File: src/frogPkg.sv
// Frog game shared definitions
package frogPkg;

    // --------------------------------------------------
    // Basic types
    // --------------------------------------------------
    typedef logic [9:0] coordT;                  // Pixel coordinate
    typedef logic [3:0] livesT;                  // Life count

    typedef enum logic [1:0]
    {
        ST_START,
        ST_PLAY,
        ST_WIN,
        ST_GAMEOVER
    } gameStateT;

    // USB HID usage codes of the keys in play
    typedef enum logic [15:0]
    {
        KEY_NONE  = 16'h0000,
        KEY_W     = 16'h001A,
        KEY_A     = 16'h0004,
        KEY_S     = 16'h0016,
        KEY_D     = 16'h0007,
        KEY_ENTER = 16'h0028
    } keyCodeT;

    // --------------------------------------------------
    // Field geometry
    // --------------------------------------------------
    localparam coordT FIELD_WIDTH = 10'd640;
    localparam coordT CELL        = 10'd32;      // Frog size and step
    localparam coordT MAX_X       = 10'd608;
    localparam coordT MAX_Y       = 10'd448;
    localparam coordT START_X     = 10'd320;
    localparam coordT START_Y     = 10'd448;     // Bottom row
    localparam coordT GOAL_Y      = 10'd0;       // Top row wins
    localparam livesT START_LIVES = 4'd3;

    // --------------------------------------------------
    // Lane table, one car per lane
    // --------------------------------------------------
    localparam int NUM_LANES = 4;

    localparam coordT LANE_Y [NUM_LANES] =
        '{10'd384, 10'd352, 10'd320, 10'd288};   // Row of each lane

    localparam coordT LANE_START [NUM_LANES] =
        '{10'd100, 10'd400, 10'd200, 10'd500};

    localparam coordT LANE_SPEED [NUM_LANES] =
        '{10'd2, 10'd3, 10'd1, 10'd4};           // Pixels per frame

    localparam bit LANE_LEFT [NUM_LANES] =
        '{1'b0, 1'b1, 1'b0, 1'b1};               // 1 moves toward X 0

    // Third lane carries the truck
    localparam coordT LANE_LEN [NUM_LANES] =
        '{10'd32, 10'd32, 10'd64, 10'd32};

endpackage

File: src/collisionCheck.sv
// Frog against traffic overlap test
module collisionCheck (
    input  logic           Clk,
    input  logic           rst,
    input  logic           frameTick,
    input  frogPkg::coordT frogX,
    input  frogPkg::coordT frogY,
    input  frogPkg::coordT carXs [frogPkg::NUM_LANES],
    output logic           hit
);
    import frogPkg::*;

    logic overlap;

    // Interval overlap on X within the frog's own row
    always_comb
    begin
        overlap = 1'b0;
        for (int i = 0; i < NUM_LANES; i++)
        begin
            if (frogY == LANE_Y[i] &&
                carXs[i] < frogX + CELL &&                  // Car starts before frog ends
                frogX < carXs[i] + LANE_LEN[i])             // Frog starts before car ends
            begin
                overlap = 1'b1;
            end
        end
    end

    // Judged only at frame ticks, on positions before the move
    always_ff @(posedge Clk)
    begin
        if (rst)
            hit <= 1'b0;
        else
            hit <= frameTick && overlap;                    // One cycle pulse
    end

endmodule

File: src/frogCore.sv
// Frog game playfield core
module frogCore (
    input  logic               Clk,
    input  logic               rst,
    input  logic               frameTick,
    input  frogPkg::keyCodeT   keycode,
    output frogPkg::coordT     frogX,
    output frogPkg::coordT     frogY,
    output frogPkg::livesT     lives,
    output frogPkg::gameStateT gameState
);
    import frogPkg::*;

    coordT carXs [NUM_LANES];
    logic  hit;
    logic  respawn;

    // --------------------------------------------------
    // Traffic, one car per lane
    // --------------------------------------------------
    for (genvar g = 0; g < NUM_LANES; g++) begin : gLane
        trafficLane #(
            .START_X   (LANE_START[g]),
            .SPEED     (LANE_SPEED[g]),
            .MOVE_LEFT (LANE_LEFT[g]),
            .LEN       (LANE_LEN[g])
        ) laneInst (
            .Clk       (Clk),
            .rst       (rst),
            .frameTick (frameTick),
            .carX      (carXs[g])
        );
    end

    // --------------------------------------------------
    // Frog, hit check and game control
    // --------------------------------------------------
    frogMover moverInst (
        .Clk       (Clk),
        .rst       (rst),
        .keycode   (keycode),
        .gameState (gameState),
        .respawn   (respawn),
        .frogX     (frogX),
        .frogY     (frogY)
    );

    collisionCheck collisionInst (
        .Clk       (Clk),
        .rst       (rst),
        .frameTick (frameTick),
        .frogX     (frogX),
        .frogY     (frogY),
        .carXs     (carXs),
        .hit       (hit)
    );

    gameControl controlInst (
        .Clk       (Clk),
        .rst       (rst),
        .keycode   (keycode),
        .hit       (hit),
        .frogY     (frogY),
        .gameState (gameState),
        .lives     (lives),
        .respawn   (respawn)                              // Returns frog to start
    );

endmodule

File: src/frogMover.sv
// Frog position from key presses
module frogMover (
    input  logic               Clk,
    input  logic               rst,
    input  frogPkg::keyCodeT   keycode,
    input  frogPkg::gameStateT gameState,
    input  logic               respawn,
    output frogPkg::coordT     frogX,
    output frogPkg::coordT     frogY
);
    import frogPkg::*;

    keyCodeT prevKey;
    logic    newPress;
    logic    canStep;

    // --------------------------------------------------
    // Key edge detect
    // --------------------------------------------------
    always_ff @(posedge Clk)
    begin
        if (rst)
            prevKey <= KEY_NONE;
        else
            prevKey <= keycode;
    end

    assign newPress = (keycode != prevKey);                 // Held key steps once
    assign canStep  = newPress && (gameState == ST_PLAY);

    // --------------------------------------------------
    // Position update
    // --------------------------------------------------
    always_ff @(posedge Clk)
    begin
        if (rst || respawn)                                 // Respawn beats a step
        begin
            frogX <= START_X;
            frogY <= START_Y;
        end
        else if (canStep)
        begin
            case (keycode)
                KEY_W:
                    frogY <= (frogY < CELL) ? 10'd0 : frogY - CELL;
                KEY_S:
                    frogY <= (frogY > MAX_Y - CELL) ? MAX_Y : frogY + CELL;
                KEY_A:
                    frogX <= (frogX < CELL) ? 10'd0 : frogX - CELL;
                KEY_D:
                    frogX <= (frogX > MAX_X - CELL) ? MAX_X : frogX + CELL;
                default:
                begin
                    frogX <= frogX;                         // Enter or no key
                    frogY <= frogY;
                end
            endcase
        end
    end

endmodule

File: src/gameControl.sv
// Game state and life keeping
module gameControl (
    input  logic               Clk,
    input  logic               rst,
    input  frogPkg::keyCodeT   keycode,
    input  logic               hit,
    input  frogPkg::coordT     frogY,
    output frogPkg::gameStateT gameState,
    output frogPkg::livesT     lives,
    output logic               respawn
);
    import frogPkg::*;

    keyCodeT   prevKey;
    logic      enterPress;
    gameStateT nextState;
    livesT     nextLives;
    logic      nextRespawn;

    assign enterPress = (keycode == KEY_ENTER) && (prevKey != KEY_ENTER);

    // --------------------------------------------------
    // Next state
    // --------------------------------------------------
    always_comb
    begin
        nextState   = gameState;
        nextLives   = lives;
        nextRespawn = 1'b0;
        case (gameState)
            ST_PLAY:
            begin
                if (hit)
                begin
                    if (lives <= 4'd1)                      // Last life gone
                    begin
                        nextLives = 4'd0;
                        nextState = ST_GAMEOVER;
                    end
                    else
                    begin
                        nextLives   = lives - 4'd1;
                        nextRespawn = 1'b1;                 // Back to start
                    end
                end
                else if (frogY == GOAL_Y && !respawn)       // Frog not yet sent home
                    nextState = ST_WIN;
            end
            default:                                        // Start, win, game over
            begin
                if (enterPress)
                begin
                    nextState   = ST_PLAY;
                    nextLives   = START_LIVES;
                    nextRespawn = 1'b1;
                end
            end
        endcase
    end

    // --------------------------------------------------
    // State registers
    // --------------------------------------------------
    always_ff @(posedge Clk)
    begin
        if (rst)
        begin
            prevKey   <= KEY_NONE;
            gameState <= ST_START;
            lives     <= START_LIVES;
            respawn   <= 1'b0;
        end
        else
        begin
            prevKey   <= keycode;
            gameState <= nextState;
            lives     <= nextLives;
            respawn   <= nextRespawn;
        end
    end

endmodule

File: src/trafficLane.sv
// Single traffic lane car
module trafficLane #(
    parameter int START_X   = 0,
    parameter int SPEED     = 1,
    parameter bit MOVE_LEFT = 1'b0,
    parameter int LEN       = 32
) (
    input  logic           Clk,
    input  logic           rst,
    input  logic           frameTick,
    output frogPkg::coordT carX
);
    import frogPkg::*;

    localparam logic [10:0] WIDTH = {1'b0, FIELD_WIDTH};
    // Leftward move is a rightward move by the complement
    localparam logic [10:0] DELTA = MOVE_LEFT ? WIDTH - 11'(SPEED) : 11'(SPEED);

    logic [10:0] sum;
    logic [10:0] nextX;

    // Car must start fully on the field
    if (START_X < 0 || START_X + LEN > FIELD_WIDTH || SPEED >= FIELD_WIDTH) begin : gBadLane
        $error("trafficLane: lane start, length or speed out of range");
    end

    assign sum   = {1'b0, carX} + DELTA;
    assign nextX = (sum >= WIDTH) ? sum - WIDTH : sum;    // Wrap at field edge

    always_ff @(posedge Clk)
    begin
        if (rst)
            carX <= coordT'(START_X);
        else if (frameTick)
            carX <= nextX[9:0];                           // One step per frame
    end

endmodule
File: config.mk
export PLATFORM = sky130hd
export DESIGN_NAME = frogCore
export DESIGN_NICKNAME = d
export VERILOG_FILES = /design/src/frogPkg.sv /design/src/collisionCheck.sv /design/src/frogCore.sv /design/src/frogMover.sv /design/src/gameControl.sv /design/src/trafficLane.sv
export SDC_FILE = /design/constraint.sdc
export NUM_CORES = 1
export LEC_CHECK = 0
export BUFFER_PORTS_ARGS = -buffer_cell sky130_fd_sc_hd__buf_4
export CORE_MARGIN = 1.5
export CORE_UTILIZATION = 40
export DETAILED_ROUTE_END_ITERATION = 6
export REMOVE_ABC_BUFFERS = 1
export SYNTH_ARGS = -nofsm -noshare
export SYNTH_HDL_FRONTEND = slang
export SYNTH_HIERARCHICAL = 1
export SYNTH_SLANG_ARGS = --single-unit
File: constraint.sdc
create_clock -name Clk -period 8.1 [get_ports Clk]
set_input_delay 1.62 -clock Clk [delete_from_list [all_inputs] [get_ports Clk]]
set_output_delay 1.62 -clock Clk [all_outputs]
set_load 0.02 [all_outputs]
Yosys cells after proc, flatten, opt, wreduce, memory -nomap -nowiden --
Index checks and enable logic that the tools add are counted.
Storage, ports and cells: register bits 84, bits in read-only memories 0, memories kept 0, output and inout bits 26, memory bits (writable) 0, latch bits 0
Operators by class: equal/unequal tests 15, $add $sub $neg 17, reductions and logical operators 22, muxes and demuxes 27, divide/modulo/power cells 0, multiply operators 0, shift operators 0, magnitude comparators 17, bitwise logic cells 0
Operators by type and width (count):
- $lt 10x10->1 | 8
- $mux 10 | 8
- $add 10x6->10 const B | 5
- $ge 11x10->1 const B | 4
- $eq 10x9->1 const B | 4
- $pmux 10 s2 | 2
- $sub 10x10->10 const B | 4
- $eq 16x3->1 const B | 2
- $eq 16x5->1 const B | 2
- $add 10x10->11 const B | 2
- $lt 10x6->1 const B | 2
- $sub 10x6->10 const B | 2
- $eq 16x6->1 const B | 1
- $mux 4 | 4
- $ne 16x16->1 | 1
- $ne 16x6->1 const B | 1
- $logic_and 1x1->1 | 12
- $add 10x1->11 const B | 1
- $add 10x2->11 const B | 1
- $add 10x7->10 const B | 1
- $gt 10x10->1 const B | 1
- $gt 10x9->1 const B | 1
- $logic_not 10->1 | 1
- $mux 2 | 5
- 11 further kinds | 23

Logic depth before layout (Yosys ltp) --
Gate-level depths: netlist (run 1).
word-level depth 9, mapped depth 12, depth with buffers taken out 11

Hierarchy --
The synthesis (run 1) kept the hierarchy.
By module, submodules not included:
- collisionCheck | area an instance 1914.3 µm², cells an instance 234, sequential area each 20.0 µm², times used 1
- frogMover | area an instance 1624.1 µm², cells an instance 186, sequential area each 520.5 µm², times used 1
- gameControl | area an instance 929.6 µm², cells an instance 95, sequential area each 460.4 µm², times used 1
- trafficLane at gLane[2].laneInst | area an instance 773.2 µm², cells an instance 97, sequential area each 200.2 µm², times used 1
- trafficLane at gLane[1].laneInst | area an instance 730.7 µm², cells an instance 82, sequential area each 200.2 µm², times used 1
- trafficLane at gLane[0].laneInst | area an instance 708.2 µm², cells an instance 80, sequential area each 180.2 µm², times used 1
- trafficLane at gLane[3].laneInst | area an instance 639.4 µm², cells an instance 82, sequential area each 160.2 µm², times used 1

Worst setup path after synthesis (run 1) --
OpenSTA, ideal clock, no wires.
path type input to register, start point input port keycode[5], end point register moverInst.frogX[9], required time 7.984 ns, path buffers 0, setup slack 4.915 ns, arrival time 3.069 ns, setup time 0.116 ns, stages on the path 6, path through nor3_1 > nand4_4 > nor2_4 > nand4b_4 > or4b_1 > o211a_1
Between the ends: cells in the longest elaborated chain, start to end 3
Ends and longest elaborated chain:
- start, declared | line frogCore.sv:6 | input frogPkg::keyCodeT keycode,
- $eq 16x3->1 or $ne 16x16->1 (tied branches) | line frogMover.sv:43, frogMover.sv:28
- $reduce_bool 2->1 (no source line) or $logic_and 1x1->1 (tied branches)
- $reduce_and 2->1 (no source line)
- end signal, assigned | line frogMover.sv:49 | frogX <= (frogX < CELL) ? 10'd0 : frogX - CELL;
- end signal, assigned | line frogMover.sv:51 | frogX <= (frogX > MAX_X - CELL) ? MAX_X : frogX + CELL;
- end signal, assigned | line frogMover.sv:54 | frogX <= frogX;
- end, declared | line frogMover.sv:8 | output frogPkg::coordT frogX,
Parallel ways exist; a longest one is shown, timed or not. A chain may end at the register's enable or synchronous reset.

Worst setup path after layout (run 1) --
start point input port frameTick, end point register collisionInst.hit
Between the ends: cells in the longest elaborated chain, start to end 1
Ends and longest elaborated chain:
- start, declared | line frogCore.sv:5 | input logic frameTick,
- $logic_and 1x1->1 | line collisionCheck.sv:36 | hit <= frameTick && overlap;
- end signal, assigned | line collisionCheck.sv:36
- end, declared | line collisionCheck.sv:9 | output logic hit
Every way passes these cells.

==> run summary, run 1 <==
============================================================================================
Antenna diode count ...........................................................            0
Highest net fanout along the worst path .......................................           48
Number of design-rule violations left by the first detailed-router iteration ..          329
Layout cell share with drive strength beyond 1 ................................        0.116
All-layer global routing usage ................................................        0.182
Total of cells resized after clock tree synthesis .............................            0
Number of placement rows ......................................................           49
Worst hold path endpoint ...................................................... controlInst/lives[2]$_SDFFE_PP0P_
Mux share of post-synthesis cell area .........................................       0.0161
Detailed-route DRC error count ................................................            0
Effective utilization at floorplan ............................................        0.407
Overall overflow remaining after global route .................................            0
Worst Clk Skew ................................................................      4.85 ps
RSZ-0062 raised after global routing ..........................................           no
EDFF count, synth .............................................................            0
Post-synthesis compound-gate area fraction ....................................        0.189
Worst hold slack ..............................................................       528 ps
Setup Crit Path Kind ..........................................................    in -> reg
Startpoint of the lowest-slack hold path ...................................... controlInst/lives[2]$_SDFFE_PP0P_
Clock latency of the later-clocked register in the worst-skew pair ............       360 ps
Synthesis-stage register bit count ............................................           87
Cell variety after synth ......................................................           97
Final setup violation count ...................................................            0
Clock net sink count ..........................................................           87
Warnings, synthesis ...........................................................            6
Clock tree from TritonCTS .....................................................          yes
Result of the run ............................................................. complete, no violations
Clock tree root buffer cell ................................................... sky130_fd_sc_hd__clkbuf_16
Basic-gate share of the synthesized area counting and, or, nand and nor cells .        0.255
Average detailed-routed wire length per instance ..............................      15.5 um
Overall die area ..............................................................   19100 um^2
Number of top-level pins ......................................................           45
Final hold violations .........................................................            0
Number of levels in the clock H-tree ..........................................            3
Largest net degree at the start of global routing .............................           55
Cell count of the worst reg-to-reg path .......................................           11
Length of the first detailed-routing pass in iterations .......................            5
Power density cells ...........................................................  145 nW/um^2
# port buffers ................................................................           34
Wire length of the first global-routing pass ..................................      28.9 mm
Primary flip-flop cell chosen by synthesis mapping ............................ sky130_fd_sc_hd__dfxtp_1
Maximum resistive drop on vdd .................................................   0.000110 V
Chip height ...................................................................       138 um
Synthesized area divided by synthesized cell count ............................    8.55 um^2
Sum of negative setup slack ...................................................         0 ps
Launch instance of the worst register-to-register path ........................ gLane[3].laneInst/carX[2]$_SDFFE_PP1P_
Clock edge transition at the registers on the reported setup and hold paths ...        70 ps
Share of the synthesized netlist area taken by xor and xnor gates .............       0.0945
Actual transition at the worst max-transition pin .............................       845 ps
Routed wire length ............................................................      17.0 mm
Fraction of registers with async set/reset ....................................            0
Residual antenna-violating net count after detailed routing ...................            0
Crit path launch type .........................................................    input pin
Area inside the core boundary .................................................   18000 um^2
Leakage .......................................................................      3.14 nW
Share of the core filled with cells ...........................................        0.441
Count of maximum capacitance violations .......................................            0
Cell count after synthesis ....................................................          856
Synth area leaders ............................................................ sky130_fd_sc_hd__dfxtp_1 (24%), sky130_fd_sc_hd__ha_1 (14%), sky130_fd_sc_hd__xor2_1 (5.4%)
Data required, critical path ..................................................      8370 ps
HPWL after detailed placement .................................................      12.1 mm
Yosys top cell by area ........................................................ sky130_fd_sc_hd__dfxtp_1
Type of the tightest min-delay check ..........................................   reg -> reg
Post-cts hold buffer count ....................................................            0
Main combinational cell family by area after synthesis ........................ simple AND/OR/NAND/NOR gates
Adder-cell share of the synthesized area ......................................        0.140
R2R Setup Slk .................................................................      5110 ps
Antenna violations before repair ..............................................            0
Number of nets in the final layout ............................................          967
CP arrival ....................................................................      3580 ps
Min cycle time layout .........................................................      3310 ps
Relative area change from synthesis to final layout ...........................        8.22%
Post-synthesis cell area ......................................................    7320 um^2
Die outline width .............................................................       138 um
TritonCTS Buffers .............................................................            9
Fin. max-slew vios ............................................................            0
Final period utilization ......................................................        0.409
Post-CTS setup buffer count ...................................................            0
Vias per cell .................................................................         5.54
Final estimated routing congestion in global placement ........................        0.901
Portion of the post-synthesis area used by sequential elements ................        0.238
Count of cells along the worst hold path ......................................            2
Peak clock frequency supported by timing ......................................      302 MHz
Worst r2r dst ................................................................. gLane[3].laneInst/carX[7]$_SDFFE_PP1P_
Via total after detailed routing ..............................................         6095
Vias in the first global route ................................................         5702
Headroom to the max-slew limit ................................................        0.436
Share of the synthesized area in the top cell type ............................        0.238
Maximum buffer depth of the clock tree ........................................            2
Setup crit end kind ...........................................................     register
============================================================================================
[cell usage after synthesis, types with 4 or more instances]
master,count
sky130_fd_sc_hd__a2111oi_0,6
sky130_fd_sc_hd__a211o_1,5
sky130_fd_sc_hd__a211oi_1,14
sky130_fd_sc_hd__a21o_1,12
sky130_fd_sc_hd__a21oi_1,45
sky130_fd_sc_hd__a22oi_1,5
sky130_fd_sc_hd__a311oi_1,5
sky130_fd_sc_hd__a31oi_1,12
sky130_fd_sc_hd__and2_1,4
sky130_fd_sc_hd__and3_1,7
sky130_fd_sc_hd__and4_1,4
sky130_fd_sc_hd__buf_2,5
sky130_fd_sc_hd__buf_4,15
sky130_fd_sc_hd__buf_6,7
sky130_fd_sc_hd__clkbuf_1,18
sky130_fd_sc_hd__dfxtp_1,87
sky130_fd_sc_hd__ha_1,81
sky130_fd_sc_hd__inv_1,50
sky130_fd_sc_hd__mux2i_1,8
sky130_fd_sc_hd__nand2_1,41
sky130_fd_sc_hd__nand2b_1,21
sky130_fd_sc_hd__nand3_1,31
sky130_fd_sc_hd__nand4_1,16
sky130_fd_sc_hd__nand4b_1,5
sky130_fd_sc_hd__nor2_1,56
sky130_fd_sc_hd__nor2b_1,37
sky130_fd_sc_hd__nor3_1,13
sky130_fd_sc_hd__nor4_1,14
sky130_fd_sc_hd__nor4b_1,4
sky130_fd_sc_hd__o2111ai_1,6
sky130_fd_sc_hd__o211ai_1,10
sky130_fd_sc_hd__o21a_1,4
sky130_fd_sc_hd__o21ai_0,20
sky130_fd_sc_hd__o21ai_1,7
sky130_fd_sc_hd__o41ai_1,4
sky130_fd_sc_hd__or3_1,5
sky130_fd_sc_hd__or4_1,4
sky130_fd_sc_hd__xnor2_1,29
sky130_fd_sc_hd__xor2_1,45
[final cells by class]
class                           instances  area, um^2
Fill cell                            1833       10000
Multi-Input combinational cell        682        5140
Sequential cell                        87        1740
Tap cell                              229         287
Timing Repair Buffer                   36         270
Clock buffer                            9         225
Inverter                               51         191
Clock inverter                          7        70.1
[metrics by stage]
step,cells,power (mW),instance area [um^2],setup slack [ps]
2_1_floorplan,820,0.659,7070,4920
3_3_place_gp,1085,0.721,7630,4540
3_5_place_dp,1085,0.723,7630,4440
4_1_cts,1101,1.15,7920,4820
5_1_grt,1101,1.21,7920,4600
6_report,1101,1.15,7920,4790
[layer usage]
layer | global-route usage | share of wire
met1 | 0.249 | 0.51
met2 | 0.295 | 0.45
met3 | 0.0402 | 0.040
met4 | 0.0355 | 0.0086
met5 | 0 | 0
[critical path, cell delays in order]
cell and delay, ps:
sky130_fd_sc_hd__buf_4 450, sky130_fd_sc_hd__or4b_1 520, sky130_fd_sc_hd__nor4_1 380, sky130_fd_sc_hd__o21ai_1 140, sky130_fd_sc_hd__a2111oi_2 230, sky130_fd_sc_hd__nand4b_1 130, sky130_fd_sc_hd__o2111ai_1 110
[cells by family (layout without fill, tap and decap cells)]
logic type | count (synthesis) | count (layout)
muxes | 11 | 11
adders and majority gates | 82 | 82
other | 3 | 13
AOI/OAI and AO/OA | 193 | 193
xor gates and xnor gates | 76 | 76
buffers and inverters | 97 | 103
and+or+nand+nor | 307 | 307
DFF | 87 | 87
[worst max-delay path by stage]
stage,from,end,slack (ps),cells after the start
2_1_floorplan,keycode[5],moverInst/frogX[9]$_SDFFE_PP0P_,4920,6
3_3_place_gp,keycode[5],moverInst/frogX[8]$_SDFFE_PP1P_,4540,7
3_5_place_dp,frameTick,collisionInst/hit$_SDFF_PP0_,4440,7
4_1_cts,frameTick,collisionInst/hit$_SDFF_PP0_,4820,7
5_1_grt,frameTick,collisionInst/hit$_SDFF_PP0_,4600,7
6_report,frameTick,collisionInst/hit$_SDFF_PP0_,4790,7
[power by group]
group	switching [mW]	internal [mW]	leakage, nW
Sequential	0.0475	0.449	0.714
Combinational	0.120	0.103	2.28
Clock	0.208	0.219	0.144
[cells in the final DEF (no fill, tap or decap), drive strengths merged, types with 30 or more instances in the layout]
| cell | count |
|---|---|
| dfxtp | 87 |
| xnor2 | 30 |
| a21oi | 46 |
| buf | 36 |
| inv | 56 |
| xor2 | 46 |
| nor2b | 37 |
| ha | 81 |
| nand2 | 41 |
| nand3 | 32 |
| nor2 | 58 |
[registers in the layout, summed over array words and instances, names as in the netlist]
signal	count
collisionInst/hit	1
controlInst/gameState	2
controlInst/lives	4
controlInst/prevKey	16
controlInst/respawn	1
gLane.laneInst/carX	37
moverInst/frogX	5
moverInst/frogY	5
moverInst/prevKey	16
Note: power is estimated with default switching activity, not from simulation.
==> inputs of run 2 (changes only) <==
==> constraint.sdc (replaced) <==
create_clock -name Clk -period 3.45 [get_ports Clk]
set_input_delay 0.69 -clock Clk [delete_from_list [all_inputs] [get_ports Clk]]
set_output_delay 0.69 -clock Clk [all_outputs]
set_load 0.02 [all_outputs]
==> run 2 against run 1 <==
Net effect: flip-flop and latch count unchanged; sequential share of layout area is 0.19 points lower; cell count up 0.82%; core utilization grew 0.38 points; via count grew 1.6%; sequential power rose by 130%; non-clock buffer count up 9; largest power group unchanged; combinational power increased by 140%.
==> run summary, run 2 (synthesized netlist as in run 1, its figures left out) <==
===========================================================================================
Maximum resistive drop on vdd ................................................   0.000247 V
Antenna violations before repair .............................................            1
Number of placement rows .....................................................           49
Clock latency of the later-clocked register in the worst-skew pair ...........       360 ps
Sum of negative setup slack ..................................................         0 ps
Highest net fanout along the worst path ......................................            8
Leading cell type in the layout, fill and taps excluded ...................... sky130_fd_sc_hd__dfxtp_1
All-layer global routing usage ...............................................        0.184
Clock tree root buffer cell .................................................. sky130_fd_sc_hd__clkbuf_16
Count of maximum capacitance violations ......................................            0
Overall overflow remaining after global route ................................            0
Clock edge transition at the registers on the reported setup and hold paths ..        80 ps
Most frequent cells in the layout ............................................ sky130_fd_sc_hd__dfxtp_1 (87), sky130_fd_sc_hd__ha_1 (81), sky130_fd_sc_hd__nor2_1 (56)
Vias in the first global route ...............................................         5748
Number of nets in the final layout ...........................................          976
Number of design-rule violations left by the first detailed-router iteration .          331
Area after detailed placement ................................................    7690 um^2
Die outline width ............................................................       138 um
Via total after detailed routing .............................................         6193
Count of cells along the worst hold path .....................................            2
Average detailed-routed wire length per instance .............................      15.7 um
Share of the core filled with cells ..........................................        0.445
Actual transition at the worst max-transition pin ............................       788 ps
Cell count of the worst reg-to-reg path ......................................           11
Launch instance of the worst register-to-register path ....................... gLane[3].laneInst/carX[2]$_SDFFE_PP1P_
Relative area change from synthesis to final layout ..........................        9.15%
Power density cells ..........................................................  338 nW/um^2
Setup crit end kind ..........................................................     register
Total of cells resized after clock tree synthesis ............................            0
Worst r2r dst ................................................................ gLane[3].laneInst/carX[7]$_SDFFE_PP1P_
Wire length of the first global-routing pass .................................      28.9 mm
Routed wire length ...........................................................      17.5 mm
Post-CTS setup buffer count ..................................................            0
Overall die area .............................................................   19100 um^2
Peak clock frequency supported by timing .....................................      337 MHz
Final period utilization .....................................................        0.860
Startpoint of the lowest-slack hold path ..................................... controlInst/lives[2]$_SDFFE_PP0P_
Worst hold path endpoint ..................................................... controlInst/lives[2]$_SDFFE_PP0P_
Register name with the most flops ............................................ gLane.laneInst/carX
Fin. max-slew vios ...........................................................            0
Chip height ..................................................................       138 um
Min cycle time layout ........................................................      2970 ps
Worst hold slack .............................................................       536 ps
Effective utilization at floorplan ...........................................        0.407
Clock tree from TritonCTS ....................................................          yes
Crit path launch type ........................................................     register
Length of the first detailed-routing pass in iterations ......................            5
Final design instance area without fill ......................................    7990 um^2
Multi-input gate area in the final layout ....................................    5140 um^2
Sequential Area ..............................................................    1740 um^2
HPWL after detailed placement ................................................      12.4 mm
Leakage ......................................................................      3.19 nW
Clock net sink count .........................................................           87
R2R Setup Slk ................................................................       480 ps
Setup Crit Path Kind .........................................................   reg -> reg
Layout cell share with drive strength beyond 1 ...............................        0.125
Final hold violations ........................................................            0
Area inside the core boundary ................................................   18000 um^2
Number of levels in the clock H-tree .........................................            3
Post-cts hold buffer count ...................................................            0
TritonCTS Buffers ............................................................            9
Detailed-route DRC error count ...............................................            0
Headroom to the max-slew limit ...............................................        0.474
Final estimated routing congestion in global placement .......................        0.830
Data required, critical path .................................................      3690 ps
Vias per cell ................................................................         5.58
Type of the tightest min-delay check .........................................   reg -> reg
CP arrival ...................................................................      3210 ps
Antenna diode count ..........................................................            0
Number of top-level pins .....................................................           45
Filler Cell Count ............................................................         1785
Largest net degree at the start of global routing ............................           62
Worst Clk Skew ...............................................................      6.42 ps
Registers with the most flip-flops ........................................... gLane.laneInst/carX (37), controlInst/prevKey (16), moverInst/prevKey (16)
# port buffers ...............................................................           34
Result of the run ............................................................ complete, no violations
Maximum buffer depth of the clock tree .......................................            2
Number of flip-flops in the largest register .................................           37
RSZ-0062 raised after global routing .........................................           no
Residual antenna-violating net count after detailed routing ..................            0
Final setup violation count ..................................................            0
===========================================================================================
## run 2: routing by layer
layer	routed length [um]	global-route usage
met1	8390	0.250
met2	8000	0.295
met3	793	0.0350
met4	281	0.0571
met5	0	0
## run 2: layout make-up
type                            count  area share
Sequential cell                    87       0.218
Timing Repair Buffer               45      0.0423
Tap cell                          229      0.0359
Clock buffer                        9      0.0282
Inverter                           51      0.0240
Multi-Input combinational cell    682       0.643
Clock inverter                      7     0.00877
## run 2: power by group
part | internal, mW | switching [mW]
clock network | 0.513 | 0.492
logic | 0.245 | 0.290
registers | 1.06 | 0.107
## run 2: metrics by stage
step | worst slack [ps] | power (mW) | instances
global placement | 583 | 1.70 | 1094
detailed placement | 490 | 1.70 | 1094
finish | 484 | 2.70 | 1110
CTS | 495 | 2.73 | 1110
global route | 260 | 2.85 | 1110
floorplan | 746 | 1.55 | 820
## run 2: worst max-delay path, stage by stage (launching register included)
cell	delay [ps]
sky130_fd_sc_hd__dfxtp_1	380
sky130_fd_sc_hd__inv_1	80
sky130_fd_sc_hd__ha_1	270
sky130_fd_sc_hd__or4b_4	530
sky130_fd_sc_hd__nand2_1	100
sky130_fd_sc_hd__xor2_1	70
sky130_fd_sc_hd__ha_1	320
sky130_fd_sc_hd__a21oi_1	210
sky130_fd_sc_hd__a311oi_2	80
sky130_fd_sc_hd__o2111ai_1	210
sky130_fd_sc_hd__a21oi_1	90
sky130_fd_sc_hd__or4_1	490
## run 2: worst max-delay path by stage
stage / startpoint / endpoint / slack, ps / cells past startpoint
detailed placement: gLane[3].laneInst/carX[2]$_SDFFE_PP1P_ / gLane[3].laneInst/carX[7]$_SDFFE_PP1P_ / 490 / 11
global route: gLane[3].laneInst/carX[2]$_SDFFE_PP1P_ / gLane[3].laneInst/carX[7]$_SDFFE_PP1P_ / 260 / 11
global placement: gLane[3].laneInst/carX[2]$_SDFFE_PP1P_ / gLane[3].laneInst/carX[7]$_SDFFE_PP1P_ / 580 / 11
CTS: gLane[3].laneInst/carX[2]$_SDFFE_PP1P_ / gLane[3].laneInst/carX[7]$_SDFFE_PP1P_ / 490 / 11
floorplan: gLane[3].laneInst/carX[2]$_SDFFE_PP1P_ / gLane[3].laneInst/carX[7]$_SDFFE_PP1P_ / 750 / 11
finish: gLane[3].laneInst/carX[2]$_SDFFE_PP1P_ / gLane[3].laneInst/carX[7]$_SDFFE_PP1P_ / 480 / 11
